==> src/hw/l1_cache_defs.svh <==
// geometry and timing defines for the L1 data cache
`ifndef L1_CACHE_DEFS_SVH
`define L1_CACHE_DEFS_SVH

// data word width in bits
`define WORD_W 32

// words per cache block
`define BLOCK_WORDS 2

// direct mapped, one frame per set
`define N_SETS 64

// entries in the request queue and the fill queue
`define REQ_DEPTH 4

// busy cycles per memory word, used by the memory model
`define MEM_LATENCY 3

`endif

==> src/hw/l1_cache_pkg.sv <==
// address, frame, request, fill and controller state types for the L1 cache
`default_nettype none

`include "l1_cache_defs.svh"

package l1_cache_pkg;

    // address field widths
    localparam int IDX_W  = $clog2(`N_SETS);
    localparam int WOFF_W = $clog2(`BLOCK_WORDS);
    localparam int TAG_W  = `WORD_W - IDX_W - WOFF_W - 2;

    typedef logic [`WORD_W-1:0] word_t;

    typedef struct packed {
        logic [TAG_W-1:0]  tag;
        logic [IDX_W-1:0]  idx;
        logic [WOFF_W-1:0] woff;
        logic [1:0]        boff;
    } cache_addr_t;

    typedef struct packed {
        logic                     valid;
        logic                     dirty;
        logic [TAG_W-1:0]         tag;
        word_t [`BLOCK_WORDS-1:0] data;
    } cache_frame_t;

    // processor side request
    typedef struct packed {
        logic                  ren;
        logic                  wen;
        cache_addr_t           addr;
        word_t                 wdata;
        logic [`WORD_W/8-1:0]  byte_en;
    } proc_req_t;

    // one block transfer, addr is block aligned
    typedef struct packed {
        logic                     write;
        word_t                    addr;
        word_t [`BLOCK_WORDS-1:0] data;
    } mem_req_t;

    typedef struct packed {
        word_t                    addr;
        word_t [`BLOCK_WORDS-1:0] data;
    } fill_blk_t;

    typedef enum logic [2:0] {
        INIT,
        HIT,
        WB,
        FETCH,
        UPDATE,
        FLUSH
    } cache_state_t;

endpackage

`default_nettype wire

==> src/hw/fill_queue.sv <==
// fill queue gathering returned read words into blocks for the array update
`default_nettype none

`include "l1_cache_defs.svh"

module fill_queue (
    input  logic                    CLK,
    input  logic                    nRST,
    input  logic                    rd_word,
    input  l1_cache_pkg::word_t     rd_addr,
    input  logic                    rd_last,
    input  l1_cache_pkg::word_t     mem_rdata,
    output l1_cache_pkg::fill_blk_t fill,
    output logic                    fill_valid,
    input  logic                    fill_pop
);
    import l1_cache_pkg::*;

    localparam int PTR_W = $clog2(`REQ_DEPTH);

    fill_blk_t                q [`REQ_DEPTH];
    logic [PTR_W:0]           wptr;
    logic [PTR_W:0]           rptr;
    logic [WOFF_W-1:0]        gcnt;
    word_t [`BLOCK_WORDS-1:0] gather;
    word_t [`BLOCK_WORDS-1:0] blk_data;
    logic                     fq_full;

    assign fq_full    = ((wptr - rptr) == (PTR_W+1)'(`REQ_DEPTH));
    assign fill_valid = (wptr != rptr);
    assign fill       = q[rptr[PTR_W-1:0]];

    // gathered words plus the word arriving now
    always_comb begin
        blk_data       = gather;
        blk_data[gcnt] = mem_rdata;
    end

    always_ff @(posedge CLK) begin
        if (rd_word) begin
            gather[gcnt] <= mem_rdata;
        end
        if (rd_last) begin
            q[wptr[PTR_W-1:0]] <= '{addr: rd_addr, data: blk_data};
        end
    end

    always_ff @(posedge CLK or negedge nRST) begin
        if (!nRST) begin
            wptr <= '0;
            rptr <= '0;
            gcnt <= '0;
        end else begin
            if (rd_word) begin
                gcnt <= rd_last ? '0 : gcnt + 1'b1;
            end
            if (rd_last) begin
                wptr <= wptr + 1'b1;
            end
            if (fill_pop) begin
                rptr <= rptr + 1'b1;
            end
        end
    end

    a_no_block_when_full: assert property (
        @(posedge CLK) disable iff (!nRST) rd_last |-> !fq_full
    );

endmodule

`default_nettype wire

==> config.mk <==
export PLATFORM = sky130hd
export DESIGN_NAME = fill_queue
export DESIGN_NICKNAME = d
export VERILOG_FILES = /design/src/hw/l1_cache_pkg.sv /design/src/hw/fill_queue.sv
export VERILOG_INCLUDE_DIRS = /design/src /design/src/hw
export SDC_FILE = /design/constraint.sdc
export NUM_CORES = 1
export LEC_CHECK = 0
export BUFFER_PORTS_ARGS = -buffer_cell sky130_fd_sc_hd__buf_2
export CAP_MARGIN = 40
export CORE_AREA = 2 2 142 199
export CTS_CLUSTER_SIZE = 28
export DETAILED_ROUTE_END_ITERATION = 8
export DIE_AREA = 0 0 144 201
export GPL_ROUTABILITY_DRIVEN = 0
export GPL_TIMING_DRIVEN = 1
export PLACE_DENSITY_LB_ADDON = 0.15
export SLEW_MARGIN = 20
export SYNTH_ARGS = -nofsm -noshare
export SYNTH_HDL_FRONTEND = slang
export SYNTH_SLANG_ARGS = --single-unit
==> constraint.sdc <==
create_clock -name CLK -period 7.25 [get_ports CLK]
set_clock_uncertainty 0.05 [all_clocks]
set_input_delay 0 -clock CLK [delete_from_list [all_inputs] [get_ports CLK]]
set_output_delay 0 -clock CLK [all_outputs]
set_load 0.01 [all_outputs]
Word-level counts from Yosys, hierarchy flattened
Memory sizes are Yosys's and may differ from the RTL's.
Index checks and enable logic that the tools add are counted.
{"block": "word_totals", "memories": 1, "register_bits": 71, "input_bits": 69, "mem_bits_rw": 384}
{"block": "op_classes", "add_sub_neg": 3, "muxes": 6, "n_reduce_logical": 1, "magnitude_cmp": 2, "n_eq_ne": 1}
{"name": "q", "words": 4, "word_bits": 96, "rd": 1, "rd_clocked_by_memory_dff": 0, "write_ports": 1, "line": "fill_queue.sv:21", "text": "fill_blk_t q [`REQ_DEPTH];"}
{"operator": "$bwmux 64", "count": 1}
{"operator": "$demux 32 s1", "count": 1}
{"operator": "$mux 32", "count": 1}
{"operator": "$add 3x1->3 const B", "count": 2}
{"operator": "$mux 1", "count": 3}
{"operator": "$ne 3x3->1", "count": 1}
{"operator": "$lt 1x2->1 const B", "count": 1}
{"operator": "$add 1x1->1 const B", "count": 1}
{"operator": "$ge 1x1->1 const B", "count": 1}
{"operator": "$logic_and 1x1->1", "count": 1}

Longest topological paths before layout
{"block": "logic_depth", "depth_word": 5, "ltp_mapped": 4, "depth_no_buf": 4}

Worst setup path before layout
OpenSTA, ideal clock, no wires.
{"block": "synth_timing", "path_kind": "register -> register", "startpoint": "reg wptr[0]", "endpoint": "mem q[2][0] (netlist bit) (enable)", "slack_ns": 3.867, "setup_ns": 0.465, "required_time_ns": 6.735, "stages_incl_launch_ff": 4, "t_arrival_ns": 2.868, "cell_sequence": "dfrtp_1 > inv_1 > ha_1 > and2_1"}
{"item": "from (decl)", "line": "fill_queue.sv:22", "text": "logic [PTR_W:0] wptr;"}
{"item": "from (signal assigned)", "line": "fill_queue.sv:58", "text": "wptr <= wptr + 1'b1;"}
{"item": "to (decl)", "line": "fill_queue.sv:21"}
No word-level cell before the write port.

==> run metrics <==
PD cells=384 nW/µm²; sw frac=between 20 and 30%; setup TNS=0 ns; clock buffer depth=3; Final ANT Viol Nets=0; Final Max Tran Viols=0; Via density=between 5 and 6; Post-Synthesis Cells=669; Starting DRT DRC Count=441; Core Area=27300 µm²; RSZ-0062 raised after global routing=false; FP Rows=just over 70; Switching Power=0.00218 W; Max Cap Violations=0; status=completed; commonest register cell after synthesis=edfxtp_1; Max FO, Critical Path=34; sequential share of power=47.6%; #FFs+latches synth=455; library cells used by synthesis=19; Die ar.=28900 µm²; Avg Synthesized Cell Area=25.3 µm²; Post-synth EDFFs=~450; Internal Pwr Total=0.00557 W; Slew HR=54.3%; Synth top area share=around four fifths; YS warnings=0; Worst EP required=roughly 7.2 ns; Synth area leader=edfxtp_1; hold depth=2; clock slew at reported path FFs=0.06 ns; Final Cycle Share=42.9%; post-synthesis sequential area ratio=80.7%; GRT Util Overall=between 20% and 30%; Logic pwr share=between 20% and 30%; drt first pass iters=5; crit path capture type=output pin; Final setup viols=0; setup ws final=4.14 ns; Worst Reg-to-Reg Cells=5; port bufs=approximately 170; WL final=30500 µm; hpwl dp=17700 µm; critical path launch point type=flop; Post-Syn Nets=743; first-pass GRT wire length=47400 µm; I/O pin count=166; vias after detailed routing=7736; Tightest Pin Transition=0.686 ns; highest clock rate=around 320 MHz; Final Hold Vio Count=0; Area Overhead vs Synth=19.5%; number of post-CTS setup repair buffers=0; Critical Path Max Stage Delay=~0.71 ns; synth cell count leaders=edfxtp_1 (448), mux4_2 (96), mux2_2 (66), buf_2 (18), dfrtp_1 (7); P_leak=6.85 nW; largest net degree at the start of global routing=57; DP Worst Slack=around 4.6 ns; Syn Std Cell Area=16900 µm²; Post-synth ARST share=1.54%; Setup CP Type=flop to output pin; clock share of power=between 20% and 30%; top cells by area, synth=edfxtp_1 (80%), mux4_2 (13%), mux2_2 (4.4%); Clock Sinks=455; WL/cell=22.9 µm; Die Wd=144 µm; Clock Latency Late Sink=~0.53 ns; slowest CP cell=dfrtp_4; min Tclk post-route=3.11 ns; Worst EP arrival=3.06 ns; worst hold path class=input pin to flop; htree depth=2; Hold Buf Count CTS=69; VDD IR max=249 µV; CTS Buf Count=41; height of the die=about 200 µm; CTS tree=done; vias in the first global route=between 8000 and 9000; most common cell in the netlist=edfxtp_1; antenna violations before repair=1; CTS Root Cell=clkbuf_16; crit-path cells=buf_16 > buf_4 > buf_16 > mux4_2 > buf_2; Initial Util=61.9%; DRC=0; GR Overflow Total=0; layout cells sized above 1=about two fifths; Net count, final=about 1000; cell mode on critical path=buf_16; post-CTS sizing=0
-- through the flow --
| stage | total power, W | utilization, % | hold slack (ns) | instance area, µm² | cells |
|---|---|---|---|---|---|
| after floorplan | 0.00507 | - | -0.346 | 16900 | 669 |
| after global placement | 0.00572 | 66.2 | -0.205 | 18100 | 1181 |
| after detailed placement | 0.00588 | 67.0 | -0.198 | 18300 | 1189 |
| after CTS | 0.00784 | 73.8 | 0.146 | 20200 | 1330 |
| after global routing | 0.00811 | 73.9 | 0.161 | 20200 | 1332 |
| final | 0.00775 | 73.9 | 0.177 | 20200 | 1332 |
-- worst paths after layout --
kind	from	end	slack, ns
setup reg to reg	wptr[1]$_DFFE_PN0P_	q[0][17]$_DFFE_PP_	4.85
max in group asynchronous	nRST	gcnt$_DFFE_PN0P_	6.44
hold reg to reg	rptr[2]$_DFFE_PN0P_	rptr[2]$_DFFE_PN0P_	0.45
setup / recovery	rptr[0]$_DFFE_PN0P_	fill[15]	4.14
hold / removal	rd_addr[26]	q[1][90]$_DFFE_PP_	0.18
min in group asynchronous	nRST	wptr[1]$_DFFE_PN0P_	0.41
-- routing by layer --
layer | wire length [µm] | global-route usage, % | vias to the layer above
met2 | 15800 | 36.5 | 236
met1 | 12300 | 29.5 | 4083
li1 | - | - | 3368
met3 | 1720 | 4.41 | 49
met5 | 0 | 0 | -
met4 | 697 | 6.79 | 0
-- sequential cells by signal, summed over array words and instances (netlist names) --
register  count
q           384
gather       64
rptr          3
wptr          3
gcnt          1
-- area by class of cell --
cell class              count  area (µm²)
flip-flops and latches    455       13600
fillers                  1593        7110
multi-input cells         183        3090
repair buffers            249        1800
clock buffers              49        1060
well taps                 370         463
clock inverters            23         126
inverters                   2        7.51
diodes                      1        2.50
-- kinds of logic (layout without fill, tap and decap cells) --
logic type	count (synthesis)	in the layout	share of synthesized area [%]
fa+ha+maj	5	5	0.370
buf+inv	31	323	1.12
flops	455	455	80.7
compound gates	1	1	0.0296
other cells	0	1	0
xor+xnor	7	7	0.363
simple gates	8	8	0.244
mux	162	162	17.2
-- power groups by stage --
stage | sequential [W] | combinational, W | clock [W]
2_1_floorplan | 0.00364 | 0.00143 | 0
3_3_place_gp | 0.00379 | 0.00193 | 0
3_5_place_dp | 0.00375 | 0.00212 | 0
4_1_cts | 0.00370 | 0.00217 | 0.00198
5_1_grt | 0.00374 | 0.00230 | 0.00208
6_report | 0.00369 | 0.00213 | 0.00194
-- layout by cell type, fill, tap and decap left out, drive strengths merged, types with 2 or more instances in the layout --
cell type	instances
ha	5
clkinv	21
buf	180
inv	2
dlygate4sd3	69
mux4	96
mux2	66
edfxtp	448
nand2	2
clkbuf	49
xnor2	4
dfrtp	7
xor2	3
and2	4
-- critical path: cells and delay by family, from the launching register on --
| family | cells | cell delay [ns] |
|---|---|---|
| buffers and inverters | 4 | 1.17 |
| flip-flops | 1 | 0.71 |
| multiplexers | 1 | 0.56 |
Power figures use the tool's default switching activity.
