--- src/hw/l1_cache_defs.svh ---
// geometry and timing defines for the L1 data cache
`ifndef L1_CACHE_DEFS_SVH
`define L1_CACHE_DEFS_SVH

// data word width in bits
`define WORD_W 32

// words per cache block
`define BLOCK_WORDS 2

// direct mapped, one frame per set
`define N_SETS 64

// entries in the request queue and the fill queue
`define REQ_DEPTH 4

// busy cycles per memory word, used by the memory model
`define MEM_LATENCY 3

`endif

--- src/hw/l1_cache_pkg.sv ---
// address, frame, request, fill and controller state types for the L1 cache
`default_nettype none

`include "l1_cache_defs.svh"

package l1_cache_pkg;

    // address field widths
    localparam int IDX_W  = $clog2(`N_SETS);
    localparam int WOFF_W = $clog2(`BLOCK_WORDS);
    localparam int TAG_W  = `WORD_W - IDX_W - WOFF_W - 2;

    typedef logic [`WORD_W-1:0] word_t;

    typedef struct packed {
        logic [TAG_W-1:0]  tag;
        logic [IDX_W-1:0]  idx;
        logic [WOFF_W-1:0] woff;
        logic [1:0]        boff;
    } cache_addr_t;

    typedef struct packed {
        logic                     valid;
        logic                     dirty;
        logic [TAG_W-1:0]         tag;
        word_t [`BLOCK_WORDS-1:0] data;
    } cache_frame_t;

    // processor side request
    typedef struct packed {
        logic                  ren;
        logic                  wen;
        cache_addr_t           addr;
        word_t                 wdata;
        logic [`WORD_W/8-1:0]  byte_en;
    } proc_req_t;

    // one block transfer, addr is block aligned
    typedef struct packed {
        logic                     write;
        word_t                    addr;
        word_t [`BLOCK_WORDS-1:0] data;
    } mem_req_t;

    typedef struct packed {
        word_t                    addr;
        word_t [`BLOCK_WORDS-1:0] data;
    } fill_blk_t;

    typedef enum logic [2:0] {
        INIT,
        HIT,
        WB,
        FETCH,
        UPDATE,
        FLUSH
    } cache_state_t;

endpackage

`default_nettype wire

--- src/hw/mem_req_queue.sv ---
// block request queue, issuing queued block reads and writes word by word to memory
`default_nettype none

`include "l1_cache_defs.svh"

module mem_req_queue (
    input  logic                   CLK,
    input  logic                   nRST,
    input  l1_cache_pkg::mem_req_t req,
    input  logic                   req_push,
    output logic                   req_full,
    output logic                   req_empty,
    output logic                   mem_ren,
    output logic                   mem_wen,
    output l1_cache_pkg::word_t    mem_addr,
    output l1_cache_pkg::word_t    mem_wdata,
    input  logic                   mem_busy,
    input  l1_cache_pkg::word_t    mem_rdata,
    output logic                   rd_word,
    output l1_cache_pkg::word_t    rd_addr,
    output logic                   rd_last
);
    import l1_cache_pkg::*;

    localparam int PTR_W = $clog2(`REQ_DEPTH);

    mem_req_t          q [`REQ_DEPTH];
    mem_req_t          head;
    logic [PTR_W:0]    wptr;
    logic [PTR_W:0]    rptr;
    // word within the head block
    logic [WOFF_W-1:0] wcnt;
    logic              word_done;
    logic              last_word;

    assign head      = q[rptr[PTR_W-1:0]];
    assign req_empty = (wptr == rptr);
    assign req_full  = ((wptr - rptr) == (PTR_W+1)'(`REQ_DEPTH));

    // head block presented one word at a time
    assign mem_ren   = !req_empty && !head.write;
    assign mem_wen   = !req_empty && head.write;
    assign mem_addr  = head.addr + (word_t'(wcnt) << 2);
    assign mem_wdata = head.data[wcnt];

    assign word_done = (mem_ren || mem_wen) && !mem_busy;
    assign last_word = (wcnt == WOFF_W'(`BLOCK_WORDS - 1));

    // completed read words go on to the fill queue
    assign rd_word = mem_ren && !mem_busy;
    assign rd_addr = head.addr;
    assign rd_last = rd_word && last_word;

    always_ff @(posedge CLK) begin
        if (req_push) begin
            q[wptr[PTR_W-1:0]] <= req;
        end
    end

    always_ff @(posedge CLK or negedge nRST) begin
        if (!nRST) begin
            wptr <= '0;
            rptr <= '0;
            wcnt <= '0;
        end else begin
            if (req_push) begin
                wptr <= wptr + 1'b1;
            end
            if (word_done) begin
                if (last_word) begin
                    wcnt <= '0;
                    rptr <= rptr + 1'b1;
                end else begin
                    wcnt <= wcnt + 1'b1;
                end
            end
        end
    end

    a_no_wen_when_empty: assert property (
        @(posedge CLK) disable iff (!nRST) mem_wen |-> !req_empty
    );

    // memory must return defined data on a completed read word
    a_rdata_known: assert property (
        @(posedge CLK) disable iff (!nRST) rd_word |-> !$isunknown(mem_rdata)
    );

endmodule

`default_nettype wire

--- config.mk ---
export PLATFORM = sky130hd
export DESIGN_NAME = mem_req_queue
export DESIGN_NICKNAME = d
export VERILOG_FILES = /design/src/hw/l1_cache_pkg.sv /design/src/hw/mem_req_queue.sv
export VERILOG_INCLUDE_DIRS = /design/src /design/src/hw
export SDC_FILE = /design/constraint.sdc
export NUM_CORES = 1
export LEC_CHECK = 0
export BUFFER_PORTS_ARGS = -buffer_cell sky130_fd_sc_hd__clkbuf_2
export CAP_MARGIN = 20
export CORE_MARGIN = 4
export CORE_UTILIZATION = 55
export DETAILED_ROUTE_END_ITERATION = 8
export HOLD_SLACK_MARGIN = 0.03
export PLACE_DENSITY = 0.77
export SETUP_SLACK_MARGIN = 0.05
export SLEW_MARGIN = 20
export SYNTH_ARGS = -nofsm -noshare
export SYNTH_HDL_FRONTEND = slang
export SYNTH_SLANG_ARGS = --single-unit
--- constraint.sdc ---
create_clock -name CLK -period 10.19 [get_ports CLK]
set_clock_uncertainty 0.05 [all_clocks]
set_input_delay 1.5285 -clock CLK [delete_from_list [all_inputs] [get_ports CLK]]
set_output_delay 1.5285 -clock CLK [all_outputs]
set_load 0.05 [all_outputs]
## Word-level counts from Yosys, hierarchy flattened

Memories as Yosys holds them, arrays and structs flattened.
Cells that the tools add are included.

- Register bits: 7
- Bits in writable memories: 388
- Input port bits: 133
- Output and inout port bits: 102
- Logic and storage cells: 27
- Memories kept: 1

Memory list:

| name | words | width | rd ports | clocked after Yosys merged registers in | write ports | line | RTL |
|---|---|---|---|---|---|---|---|
| q | 4 | 97 | 1 | 0 | 1 | mem_req_queue.sv:27 | `` mem_req_t q [`REQ_DEPTH]; `` |

- Add/subtract/negate cells: 5
- Magnitude comparators: 1
- Equal/unequal tests: 2
- Muxes and demuxes: 5
- Reductions and logical operators: 10

Operator list:

| kind | count |
|---|---|
| 32-bit 2-to-1 mux | 2 |
| 32-bit by 3-bit adder with 32-bit output | 1 |
| 3-bit by 1-bit adder with 3-bit output (second input constant) | 2 |
| 1-bit logical AND | 5 |
| 3-bit equality test | 1 |
| 3-bit equality test (second input constant) | 1 |
| 1-bit logical NOT | 3 |
| 1-bit 2-to-1 mux | 3 |
| 3-bit subtractor | 1 |
| 1-bit by 2-bit less-than comparator with 1-bit output (second input constant) | 1 |
| 2-bit AND reduction | 1 |
| 1-bit adder (second input constant) | 1 |
| 1-bit logical OR | 1 |

## Logic depth before layout (Yosys ltp)

- Word-level depth: 6
- Gate-level depth with buffers: 11
- Depth with buffers taken out: 7

## Worst setup path before layout

OpenSTA, ideal clock, no wires.

- Kind: register -> output
- Start point: register rptr[1]
- End point: output mem_addr[18]
- Arrival time: 3.486 ns
- Required time: 8.611 ns
- Setup slack: 5.126 ns
- Stages on the path, launching flop included: 12
- Path buffers: 4
- Cells stage by stage: dfrtp_1 > buf_4 > buf_2 > buf_2 > buf_1 > mux4_2 > ha_1 > ha_1 > nand3_1 > nor3_1 > nand3_1 > xnor2_1

- Cells in the longest elaborated chain, start to end: 2

Ends and longest elaborated chain:

| element | line | RTL |
|---|---|---|
| start, declared | mem_req_queue.sv:30 | `logic [PTR_W:0] rptr;` |
| start signal, assigned | mem_req_queue.sv:72 | `rptr <= rptr + 1'b1;` |
| memory read 4 x 97 bit | - |  |
| net rd_addr[2] | mem_req_queue.sv:20 | `output l1_cache_pkg::word_t rd_addr,` |
| 32-bit by 3-bit adder with 32-bit output | mem_req_queue.sv:43 | `assign mem_addr = head.addr + (word_t'(wcnt) << 2);` |
| end, declared | mem_req_queue.sv:15 | `output l1_cache_pkg::word_t mem_addr,` |

The timed path passes the listed nets, and every way through them passes these cells.

## Worst setup path in the final report

- Start point: register rptr[0]
- End point: output mem_addr[18]

- Cells in the longest elaborated chain, start to end: 2

Ends and longest elaborated chain:

| element | line |
|---|---|
| memory read 4 x 97 bit | - |
| 32-bit by 3-bit adder with 32-bit output | mem_req_queue.sv:43 |

Every way passes these cells.

==> impl_metrics.env <==
export IMPL_status="finished, final reports clean"
export IMPL_drc=0
export IMPL_clk_pin_slew_ps=60
export IMPL_wl_met2_um=14200
export IMPL_period_share=0.562
export IMPL_ys_ff_latch=395
export IMPL_synth_area_leaders="edfxtp_1 75%, mux4_2 14%, mux2_2 2.4%"
export IMPL_grt_usage=0.186
export IMPL_reg2reg_to="rptr[1]$_DFFE_PN0P_"
export IMPL_synth_distinct_cells=35
export IMPL_yosysTopAreaCell="edfxtp_1"
export IMPL_period_needed_ps=5730
export IMPL_top_layer_used="met5"
export IMPL_regArea_sq_um=11800
export IMPL_vias=7403
export IMPL_finalNetCount=1047
export IMPL_vias_per_cell=5.65
export IMPL_tritoncts="built"
export IMPL_whs_endpoint="wptr[2]$_DFFE_PN0P_"
export IMPL_worstHoldPathCells=1
export IMPL_hold_class="reg -> reg"
export IMPL_critPathMaxFanout=39
export IMPL_ff2ff_path_depth=8
export IMPL_dr_pass1_iters=4
export IMPL_initial_utilization=0.557
export IMPL_place_gp_congestion=0.803
export IMPL_drtIter0Drc=442
export IMPL_die_h_um=176
export IMPL_multi_input_area_sq_um=3470
export IMPL_cp_required_ps=8610
export IMPL_worst_pin_slew_ps=876
export IMPL_met1Wirelength_um=11500
export IMPL_grt_pass1_vias=7845
export IMPL_antenna_left=0
export IMPL_cts_resized_gates=0
export IMPL_synthesis_nets=824
export IMPL_drive_gt1_frac=0.437
export IMPL_yosysTopAreaCellShare=0.753
export IMPL_ff2ff_setup_slack_ps=7070
export IMPL_postCtsSetupBuffers=0
export IMPL_synthCells=681
export IMPL_clock_latency_ps=510
export IMPL_die_w_um=176
export IMPL_ys_seq_area_frac=0.764
export IMPL_routed_wl_met3_um=2190
export IMPL_hold_buffers=0
export IMPL_min_from="wptr[2]$_DFFE_PN0P_"
export IMPL_setup_viol=0
export IMPL_antenna_cells=0
export IMPL_wl_per_cell_um=21.7
export IMPL_fill_cells=1897
export IMPL_cpPeakStageDelay_ps=790
export IMPL_grt_max_degree=63
export IMPL_drv_cap=0
export IMPL_routed_wl_um=28400
export IMPL_cts_root_buf="clkbuf_16"
export IMPL_cp_start_kind="flip-flop"
export IMPL_arrival_ps=4150
export IMPL_io_buffer_count=202
export IMPL_io_pins=235
export IMPL_num_rows=61
export IMPL_worstSetupPathType="reg -> out"
export IMPL_hold_viol=0
export IMPL_ys_warn_count=0
export IMPL_syn_area_sq_um=15500
export IMPL_core_area_sq_um=27800
export IMPL_fmax_mhz=175
export IMPL_grt_ovfl_total=0
export IMPL_slowest_stage="dfrtp_4"
export IMPL_fin_area_sq_um=18100
export IMPL_rsz0062_at_grt="no"
export IMPL_cts_buffers=39
export IMPL_dieArea_sq_um=30900
export IMPL_slew_headroom=0.416
export IMPL_htreeDepth=2
export IMPL_worstSetupEndpointType="output port"
export IMPL_dp_hpwl_um=17200
export IMPL_area_growth_pct=17.0
export IMPL_drv_slew=0
export IMPL_cts_max_path_buffers=3
export IMPL_synth_avg_cell_area_sq_um=22.7
export IMPL_setup_tns_ps=0
export IMPL_path_cells="buf_4 > mux4_2 > ha_1 > ha_1 > nand3_1 > nor3_1 > nand3_1 > xnor2_1 > clkbuf_2"
export IMPL_r2r_start="rptr[1]$_DFFE_PN0P_"
export IMPL_dpl_instance_area_sq_um=16900
export IMPL_antenna_found_initial=6
export IMPL_grt_pass1_wl_um=44600
export IMPL_cts_sinks=395
==> synth_stat cells, drive strengths merged <==
master,n
and2,5
and3,3
and4,1
buf,19
clkbuf,9
dfrtp,7
edfxtp,388
ha,10
inv,6
mux2,33
mux4,97
nand2,14
nand3,15
nand3b,1
nand4,12
nor2,13
nor2b,2
nor3,7
nor4,3
o21ai,1
xnor2,25
xor2,10
==> state kept, by name (all words and copies together) (netlist names) <==
register / flops
last_word: 1
rptr: 3
q: 388
wptr: 3
==> critical path: cells and delay by family (launching register included) <==
family	cells	cell delay (ps)
buffers and inverters	2	1020
DFF	1	790
adders and majority gates	2	460
muxes	1	410
and+or+nand+nor	3	750
xor gates and xnor gates	1	190
==> per-layer routing <==
| layer | GRT usage | vias to the layer above |
|---|---|---|
| met1 | 0.247 | 3792 |
| met4 | 0.0406 | 12 |
| met3 | 0.0573 | 56 |
| met2 | 0.308 | 241 |
| li1 | - | 3302 |
| met5 | 0 | - |
==> stage by stage <==
step	setup WS, ps	util	hold WS [ps]	instances
after floorplan	5130	-	410	681
after global placement	4890	0.607	424	1241
after detailed placement	4870	0.607	434	1241
after CTS	4340	0.652	442	1311
after global routing	4050	0.652	470	1311
final	4460	0.652	440	1311
==> final cells by class <==
class,count,area share
clock inverters,20,0.00960
well taps,378,0.0261
flip-flops and latches,395,0.654
repair buffers,210,0.0591
inverters,6,0.00124
multi-input cells,252,0.192
clock buffers,50,0.0585
==> cell families after synthesis <==
group,Yosys count,synth area share
flops,395,0.764
buf+inv,34,0.0124
mux,130,0.166
compound gates,1,0.000323
fa+ha+maj,10,0.00808
simple gates,76,0.0297
xor+xnor,35,0.0198
==> worst max path at each step <==
stage	startpoint	to	slack, ps	cells after the start
2_1_floorplan	rptr[1]$_DFFE_PN0P_	mem_addr[18]	5130	11
3_3_place_gp	rptr[0]$_DFFE_PN0P_	mem_addr[26]	4890	9
3_5_place_dp	rptr[0]$_DFFE_PN0P_	mem_addr[18]	4870	9
4_1_cts	rptr[0]$_DFFE_PN0P_	mem_addr[18]	4340	9
5_1_grt	rptr[0]$_DFFE_PN0P_	mem_addr[18]	4050	9
6_report	rptr[0]$_DFFE_PN0P_	mem_addr[18]	4460	9
==> cells in the final DEF (no fill, tap or decap), drive strengths merged <==
cell type,count
and2,5
and3,3
and4,1
buf,8
bufinv,3
clkbuf,252
clkinv,14
clkinvlp,2
dfrtp,7
edfxtp,388
ha,10
inv,7
mux2,33
mux4,97
nand2,14
nand3,15
nand3b,1
nand4,12
nor2,13
nor2b,2
nor3,7
nor4,3
o21ai,1
xnor2,25
xor2,10
Power is left out: the tool's default activity adds up to more than one toggle a clock period on the data nets, which glitch-free logic cannot reach.
