$ cat src/hw/l1_cache_defs.svh
// geometry and timing defines for the L1 data cache
`ifndef L1_CACHE_DEFS_SVH
`define L1_CACHE_DEFS_SVH

// data word width in bits
`define WORD_W 32

// words per cache block
`define BLOCK_WORDS 2

// direct mapped, one frame per set
`define N_SETS 64

// entries in the request queue and the fill queue
`define REQ_DEPTH 4

// busy cycles per memory word, used by the memory model
`define MEM_LATENCY 3

`endif

$ cat src/hw/l1_cache_pkg.sv
// address, frame, request, fill and controller state types for the L1 cache
`default_nettype none

`include "l1_cache_defs.svh"

package l1_cache_pkg;

    // address field widths
    localparam int IDX_W  = $clog2(`N_SETS);
    localparam int WOFF_W = $clog2(`BLOCK_WORDS);
    localparam int TAG_W  = `WORD_W - IDX_W - WOFF_W - 2;

    typedef logic [`WORD_W-1:0] word_t;

    typedef struct packed {
        logic [TAG_W-1:0]  tag;
        logic [IDX_W-1:0]  idx;
        logic [WOFF_W-1:0] woff;
        logic [1:0]        boff;
    } cache_addr_t;

    typedef struct packed {
        logic                     valid;
        logic                     dirty;
        logic [TAG_W-1:0]         tag;
        word_t [`BLOCK_WORDS-1:0] data;
    } cache_frame_t;

    // processor side request
    typedef struct packed {
        logic                  ren;
        logic                  wen;
        cache_addr_t           addr;
        word_t                 wdata;
        logic [`WORD_W/8-1:0]  byte_en;
    } proc_req_t;

    // one block transfer, addr is block aligned
    typedef struct packed {
        logic                     write;
        word_t                    addr;
        word_t [`BLOCK_WORDS-1:0] data;
    } mem_req_t;

    typedef struct packed {
        word_t                    addr;
        word_t [`BLOCK_WORDS-1:0] data;
    } fill_blk_t;

    typedef enum logic [2:0] {
        INIT,
        HIT,
        WB,
        FETCH,
        UPDATE,
        FLUSH
    } cache_state_t;

endpackage

`default_nettype wire

$ cat src/hw/cache_ctrl.sv
// cache FSM: init clear, hit service, eviction, fetch, block update and flush walk
`default_nettype none

`include "l1_cache_defs.svh"

module cache_ctrl (
    input  logic                          CLK,
    input  logic                          nRST,
    input  logic                          flush,
    output logic                          flush_done,
    input  l1_cache_pkg::proc_req_t       proc_req,
    output logic                          proc_busy,
    output l1_cache_pkg::word_t           proc_rdata,
    input  l1_cache_pkg::cache_frame_t    rd_frame,
    output logic [l1_cache_pkg::IDX_W-1:0] arr_idx,
    output l1_cache_pkg::cache_frame_t    arr_wframe,
    output l1_cache_pkg::cache_frame_t    arr_wmask,
    output logic                          arr_wen,
    output l1_cache_pkg::mem_req_t        req,
    output logic                          req_push,
    input  logic                          req_full,
    input  logic                          req_empty,
    input  l1_cache_pkg::fill_blk_t       fill,
    input  logic                          fill_valid,
    output logic                          fill_pop
);
    import l1_cache_pkg::*;

    cache_state_t state, next_state;
    // walks the sets in INIT and FLUSH, msb marks the end of a flush walk
    logic [IDX_W:0] set_cnt;
    logic           cnt_en;
    logic           fetch_pend;
    logic           flush_req;
    logic           access;
    logic           hit;
    logic           walk_end;
    cache_addr_t    fill_addr;
    word_t          bit_en;

    function automatic word_t blk_addr(input logic [TAG_W-1:0] tag,
                                       input logic [IDX_W-1:0] idx);
        cache_addr_t a;
        a     = '0;
        a.tag = tag;
        a.idx = idx;
        return a;
    endfunction

    assign access     = proc_req.ren || proc_req.wen;
    assign hit        = rd_frame.valid && (rd_frame.tag == proc_req.addr.tag);
    assign fill_addr  = cache_addr_t'(fill.addr);
    assign walk_end   = (set_cnt == (IDX_W+1)'(`N_SETS - 1));
    assign proc_rdata = rd_frame.data[proc_req.addr.woff];

    // byte enables widened to one bit per data bit
    always_comb begin
        for (int b = 0; b < `WORD_W/8; b++) begin
            bit_en[8*b +: 8] = {8{proc_req.byte_en[b]}};
        end
    end

    always_ff @(posedge CLK or negedge nRST) begin
        if (!nRST) begin
            state      <= INIT;
            set_cnt    <= '0;
            fetch_pend <= 1'b0;
            flush_req  <= 1'b0;
        end else begin
            state <= next_state;
            if (next_state != state) begin
                set_cnt <= '0;
            end else if (cnt_en) begin
                set_cnt <= set_cnt + 1'b1;
            end
            // one fetch at a time, retired by the block update
            if (state == FETCH && !req_full) begin
                fetch_pend <= 1'b1;
            end else if (state == UPDATE) begin
                fetch_pend <= 1'b0;
            end
            if (state == HIT && next_state == FLUSH) begin
                flush_req <= 1'b0;
            end else if (flush) begin
                flush_req <= 1'b1;
            end
        end
    end

    always_comb begin
        next_state = state;
        proc_busy  = 1'b1;
        flush_done = 1'b0;
        arr_idx    = proc_req.addr.idx;
        arr_wen    = 1'b0;
        arr_wframe = '0;
        arr_wmask  = '0;
        req        = '0;
        req_push   = 1'b0;
        fill_pop   = 1'b0;
        cnt_en     = 1'b0;
        case (state)
            INIT: begin
                arr_idx   = set_cnt[IDX_W-1:0];
                arr_wen   = 1'b1;
                arr_wmask = '1;
                cnt_en    = 1'b1;
                if (walk_end) begin
                    next_state = HIT;
                end
            end
            HIT: begin
                if (fill_valid) begin
                    next_state = UPDATE;
                end else if ((flush_req || flush) && !fetch_pend) begin
                    next_state = FLUSH;
                end else if (access && hit) begin
                    proc_busy = 1'b0;
                    if (proc_req.wen) begin
                        arr_wen                             = 1'b1;
                        arr_wframe.dirty                    = 1'b1;
                        arr_wframe.data[proc_req.addr.woff] = proc_req.wdata;
                        arr_wmask.dirty                     = 1'b1;
                        arr_wmask.data[proc_req.addr.woff]  = bit_en;
                    end
                end else if (access && !fetch_pend) begin
                    next_state = (rd_frame.valid && rd_frame.dirty) ? WB : FETCH;
                end
            end
            WB: begin
                req.write = 1'b1;
                req.addr  = blk_addr(rd_frame.tag, proc_req.addr.idx);
                req.data  = rd_frame.data;
                if (!req_full) begin
                    req_push        = 1'b1;
                    // victim leaves the array clean and invalid
                    arr_wen         = 1'b1;
                    arr_wmask.valid = 1'b1;
                    arr_wmask.dirty = 1'b1;
                    next_state      = FETCH;
                end
            end
            FETCH: begin
                req.addr = blk_addr(proc_req.addr.tag, proc_req.addr.idx);
                if (!req_full) begin
                    req_push   = 1'b1;
                    next_state = HIT;
                end
            end
            UPDATE: begin
                arr_idx          = fill_addr.idx;
                arr_wen          = 1'b1;
                arr_wmask        = '1;
                arr_wframe.valid = 1'b1;
                arr_wframe.tag   = fill_addr.tag;
                arr_wframe.data  = fill.data;
                fill_pop         = 1'b1;
                next_state       = HIT;
            end
            FLUSH: begin
                arr_idx = set_cnt[IDX_W-1:0];
                if (set_cnt[IDX_W]) begin
                    // all sets visited, wait for the queue to drain
                    if (req_empty) begin
                        flush_done = 1'b1;
                        next_state = HIT;
                    end
                end else if (rd_frame.valid && rd_frame.dirty) begin
                    req.write = 1'b1;
                    req.addr  = blk_addr(rd_frame.tag, set_cnt[IDX_W-1:0]);
                    req.data  = rd_frame.data;
                    if (!req_full) begin
                        req_push  = 1'b1;
                        arr_wen   = 1'b1;
                        arr_wmask = '1;
                        cnt_en    = 1'b1;
                    end
                end else begin
                    arr_wen   = 1'b1;
                    arr_wmask = '1;
                    cnt_en    = 1'b1;
                end
            end
            default: next_state = INIT;
        endcase
    end

    a_no_push_when_full: assert property (
        @(posedge CLK) disable iff (!nRST) req_push |-> !req_full
    );

endmodule

`default_nettype wire

$ cat config.mk
export PLATFORM = sky130hd
export DESIGN_NAME = cache_ctrl
export DESIGN_NICKNAME = d
export VERILOG_FILES = /design/src/hw/l1_cache_pkg.sv /design/src/hw/cache_ctrl.sv
export VERILOG_INCLUDE_DIRS = /design/src /design/src/hw
export SDC_FILE = /design/constraint.sdc
export NUM_CORES = 1
export LEC_CHECK = 0
export BUFFER_PORTS_ARGS = -buffer_cell sky130_fd_sc_hd__buf_4
export CELL_PAD_IN_SITES_DETAIL_PLACEMENT = 1
export CELL_PAD_IN_SITES_GLOBAL_PLACEMENT = 1
export CORE_AREA = 2 2 224 226
export CTS_BUF_LIST = sky130_fd_sc_hd__clkbuf_4 sky130_fd_sc_hd__clkbuf_8 sky130_fd_sc_hd__clkbuf_16
export CTS_CLUSTER_DIAMETER = 150
export DETAILED_ROUTE_END_ITERATION = 10
export DIE_AREA = 0 0 226 228
export MAX_ROUTING_LAYER = met4
export PLACE_DENSITY = 0.42
export SETUP_SLACK_MARGIN = 0.4
export SKIP_CTS_REPAIR_TIMING = 1
export SLEW_MARGIN = 20
export SYNTH_ARGS = -nofsm -noshare
export SYNTH_HDL_FRONTEND = slang
export SYNTH_SLANG_ARGS = --single-unit
$ cat constraint.sdc
create_clock -name CLK -period 4.4 [get_ports CLK]
set_input_delay 0.22 -clock CLK [delete_from_list [all_inputs] [get_ports CLK]]
set_output_delay 0.22 -clock CLK [all_outputs]
set_load 0.05 [all_outputs]
* Word-level counts from Yosys, hierarchy flattened
Index checks and enable logic that the tools add are counted.
Widths: inputs -> output; s select.
** Cells by class
- Reduce and logical (&&, ||, !) cells :: 19
- Equal/unequal tests :: 9
- Muxes and demuxes :: 66
- Order comparisons :: 2
- Bitwise gates (word level) :: 2
- Add/subtract/negate cells :: 1
** Operators with widths (number)
- $mux 64 :: 8
- $mux 89 :: 3
- $pmux 64 s2 :: 2
- $mux 97 :: 2
- $pmux 64 s3 :: 1
- $and 64x64->64 :: 2
- $mux 32 :: 3
- $pmux 32 s3 :: 1
- $pmux 23 s2 :: 1
- $demux 32 s1 :: 1
- $mux 3 :: 9
- $eq 23x23->1 :: 1
- $mux 1 :: 23
- $mux 23 :: 1
- $pmux 3 s6 :: 1
- $mux 7 :: 2
- $pmux 6 s2 :: 1
- $eq 3x3->1 const B :: 3
- $logic_and 1x1->1 :: 8
- $pmux 1 s4 :: 2
- $add 7x1->7 const B :: 1
- $eq 7x6->1 const B :: 1
- $eq 3x2->1 const B :: 2
- $pmux 1 s2 :: 3
- other kinds (11) :: 17
** Word-level totals
- Bits in registers :: 12
- Logic and storage cells :: 103
- Bits of input ports :: 261

* Logic depth before layout (Yosys ltp)
- Depth after elaboration :: 10
- Depth in mapped cells :: 8

* Worst setup path before layout
OpenSTA, ideal clock, no wires.
- Path kind :: flip-flop to output port
- Start :: reg state[2]
- End :: out arr_wmask[87] (netlist bit)
- Required time :: 4180 ps
- Arrival :: 3293 ps
- Stages on the path, launching flop included :: 8
- Setup slack :: 887 ps
- Cell sequence :: dfrtp_1 > buf_2 > inv_2 > or3_1 > a21oi_2 > or2_1 > or2_1 > buf_4
** RTL lines
- start: declaration :: line cache_ctrl.sv:29 : cache_state_t state, next_state;
- start signal: assignment :: line cache_ctrl.sv:70 : state <= next_state;
- end: declaration :: line cache_ctrl.sv:17 : output l1_cache_pkg::cache_frame_t arr_wmask,

==> summary.md <==
| Metric | Value |
|---|---|
| Max-cap violation count | 0 |
| First-pass GRT wire length | 39500 um |
| CTS H-Tree Depth | 1 |
| Final Cell Area | 0.00851 mm^2 |
| Fraction of registers with async set/reset | 100% |
| Mapped Avg Cell Area | 7.94 um^2 |
| I/O pin count | between 500 and 600 |
| Post-Synth Simple-Gate Area | between 20% and 30% |
| Mapped Cells | 504 |
| WL/cell | between 15 and 20 um |
| Most frequent CP cell | buf_4 |
| Minimum clock period | 3.50 ns |
| Final hold vios | 0 |
| Post-Syn Area | 0.00400 mm^2 |
| Critical R2R Capture | set_cnt[2]$_DFFE_PN0P_ |
| Sequential Area | ~300 um^2 |
| Initial core utilization | 8.11% |
| Ys Warns | 0 |
| Critical path's largest stage delay | 0.58 ns |
| Area after DPL | 0.00841 mm^2 |
| Layout fillers | 5949 |
| Residual DRC | 0 |
| Via count | around 5600 |
| Worst reg-to-reg setup slack | 2.14 ns |
| Post-synthesis sequential area ratio | 7.50% |
| Area growth syn-to-layout | 113% |
| Worst slew pin tran | 0.788 ns |
| Slowest cell on the critical path | dfrtp_1 |
| Die width | 226 um |
| Fin nets | 1229 |
| Antenna violations before repair | 1 |
| Relative slew slack | 47.5% |
| Die H | 228 um |
| Area occupied by multi-input gates | between 0.002 and 0.003 mm^2 |
| Synth unique cells | 50 |
| CTS clk-pin slew, worst paths | about 0.040 ns |
| Fmax | around 0.29 GHz |
| CP cell instances | nand2b_4 -> nor4_1 -> nand3_1 -> nor3_4 -> buf_4 -> a32o_1 -> buf_4 |
| Status | completed |
| Via density | 3.42 |
| R2R depth | 5 |
| RSZ-0062 raised after global routing | false |
| Pins Over Slew Limit | 0 |
| Final wirelength | 29400 um |
| Mux share of post-synthesis cell area | 11.0% |
| RD Place Congestion | 0.787 |
| Worst R2R Start | state[1]$_DFF_PN0_ |
| Pwr Density | 637 mW/mm^2 |
| Core area | between 0.04 and 0.05 mm^2 |
| Post-route clock skew | 0.00382 ns |
| Post-detail-place hpwl | 25000 um |
| Hold WC Path Type | input port to flop |
| Worst setup EP type | primary output |
| # setup viols final | 0 |
| Synth Area in Compound Gates | 27.5% |
| XOR/XNOR Fraction of Synth Area | 6.35% |
| CTS root buf | clkbuf_16 |
| CTS Buf Count | 3 |
| Clock Latency Late Sink | 0.24 ns |
| WP data required | about 4.2 ns |
| Longest Clk Path Bufs | 2 |
| Row cnt | 82 |
| Maximum vdd drop | approximately 0.35 mV |
| Total gr overflow | 0 |
| Largest family of logic cells by synthesized area | compound AO/OA/AOI/OAI gates |
| Setup TNS | 0 ns |
| Leakage | 0.00417 uW |
| CTS tree | built |
| IO buf count | 570 |
| Detailed-router iteration count before antenna repair | 4 |
| Top FF cell, synth | dfrtp_1 |
| Critical path data arrival time | 3.28 ns |
| Pin count of the biggest net entering global routing | a little under 90 |
| Initial drt markers | 131 |
| Share of layout cells above drive strength 1 | 66.2% |
| Vias in the first global route | 5715 |
| CP max FO | 30 |
| Synth Area in Adders | 0.313% |
| Die area | ~0.052 mm^2 |
| Critical path class | flop to primary output |
| Clock sinks | 12 |
| Remaining antenna violation count after routing | 0 |
| Post-synthesis sequential element count | 12 |
| Critical Path Sink | arr_wframe[60] |
| Startpoint Class | flop |
| Crit path from | state[1]$_DFF_PN0_ |
| Gr usage total | 10.6% |
| Number of synthesized flops with an enable pin | 0 |
| Fin crit share | roughly four fifths |
==> cell type report <==
| type | instances | area share [%] |
|---|---|---|
| Antenna cell | 4 | 0.118 |
| Clock buffer | 3 | 0.882 |
| Inverter | 5 | 0.221 |
| Multi-Input combinational cell | 362 | 33.8 |
| Sequential cell | 12 | 3.53 |
| Tap cell | 672 | 9.88 |
| Timing Repair Buffer | 583 | 51.6 |
==> placed cells by master (no fill, tap or decap), types with 2 or more instances in the layout <==
cell,instances
xnor2_1,8
and2_1,90
nor2_1,19
inv_1,4
dfrtp_1,12
or2_1,2
nand3_1,3
or3_1,3
a22o_1,59
a32o_1,33
nor3_4,2
a21o_1,6
o21ai_0,9
nor4_1,2
conb_1,3
nor3_1,9
nand2_1,12
a31o_2,4
a21oi_1,7
xor2_1,21
nor4_4,6
mux2i_1,7
buf_4,581
mux2_2,33
clkbuf_16,3
diode_2,4
nor2b_1,3
nand4_1,2
==> metrics by stage <==
stage	instances	hold slack, ns	utilization (%)	total power [uW]	setup WS (ns)
2_1_floorplan	506	-0.0756	-	4180	0.887
3_3_place_gp	1633	0.0786	17.1	5310	0.908
3_5_place_dp	1633	0.0827	17.1	5310	0.927
4_1_cts	1636	-0.174	17.2	5480	0.680
5_1_grt	1638	0.231	17.2	5630	0.551
6_report	1641	0.221	17.2	5420	0.905
==> flip-flops by register name, indices dropped and copies added, names as in the netlist <==
name,count
flush_req,1
set_cnt,7
state,3
fetch_pend,1
==> per-layer routing <==
| layer | part of all wire [%] | track usage [%] | up-vias | wire (um) |
|---|---|---|---|---|
| met5 | 0 | - | - | 0 |
| met4 | 0.25 | 0.621 | 0 | 75 |
| met3 | 7.6 | 2.05 | 4 | 2230 |
| met2 | 54 | 20.5 | 258 | 15800 |
| met1 | 38 | 11.4 | 2683 | 11300 |
| li1 | - | - | 2662 | - |
==> kinds of logic after synthesis <==
group,count (synthesis)
buf+inv,132
flops,12
compound gates,129
mux,40
fa+ha+maj,1
simple gates,160
xor+xnor,29
other cells,1
==> critical path: cells and delay by family (launching register included) <==
| kind | cells | cell delay [ns] |
|---|---|---|
| buffers and inverters | 2 | 0.70 |
| AND/OR/NAND/NOR | 4 | 1.45 |
| flip-flops | 1 | 0.58 |
| AO/OA/AOI/OAI | 1 | 0.28 |
==> Yosys cell counts (7+ instances only) <==
| cell type | count | share of area [%] |
|---|---|---|
| nand2_1 | 12 | 1.1 |
| a32o_1 | 33 | 8.3 |
| nor3_1 | 9 | 1.1 |
| xor2_1 | 21 | 4.6 |
| mux2i_1 | 7 | 1.8 |
| and2_1 | 90 | 14 |
| xnor2_1 | 8 | 1.8 |
| buf_4 | 88 | 17 |
| clkbuf_1 | 24 | 2.3 |
| dfrtp_1 | 12 | 7.5 |
| buf_2 | 9 | 1.1 |
| a22o_1 | 59 | 13 |
| o21ai_0 | 9 | 1.1 |
| mux2_2 | 33 | 9.3 |
| a21oi_1 | 7 | 0.88 |
| nor2_1 | 19 | 1.8 |
==> worst min path at each step <==
stage	startpoint	to	cells after the start	slack (ns)
floorplan	nRST	fetch_pend$_DFFE_PN0P_	0	-0.08
global placement	nRST	fetch_pend$_DFFE_PN0P_	1	0.08
detailed placement	nRST	fetch_pend$_DFFE_PN0P_	1	0.08
CTS	nRST	fetch_pend$_DFFE_PN0P_	1	-0.17
global route	flush	flush_req$_DFFE_PN0P_	2	0.23
finish	flush	flush_req$_DFFE_PN0P_	2	0.22
==> power breakdown <==
| group | internal [uW] | leakage [uW] | switching, uW |
|---|---|---|---|
| combinational | 1420 | 0.00398 | 3660 |
| sequential | 134 | 0.000154 | 40.6 |
| clock | 118 | 0.0000370 | 45.1 |
(Power assumes the default switching activity.)
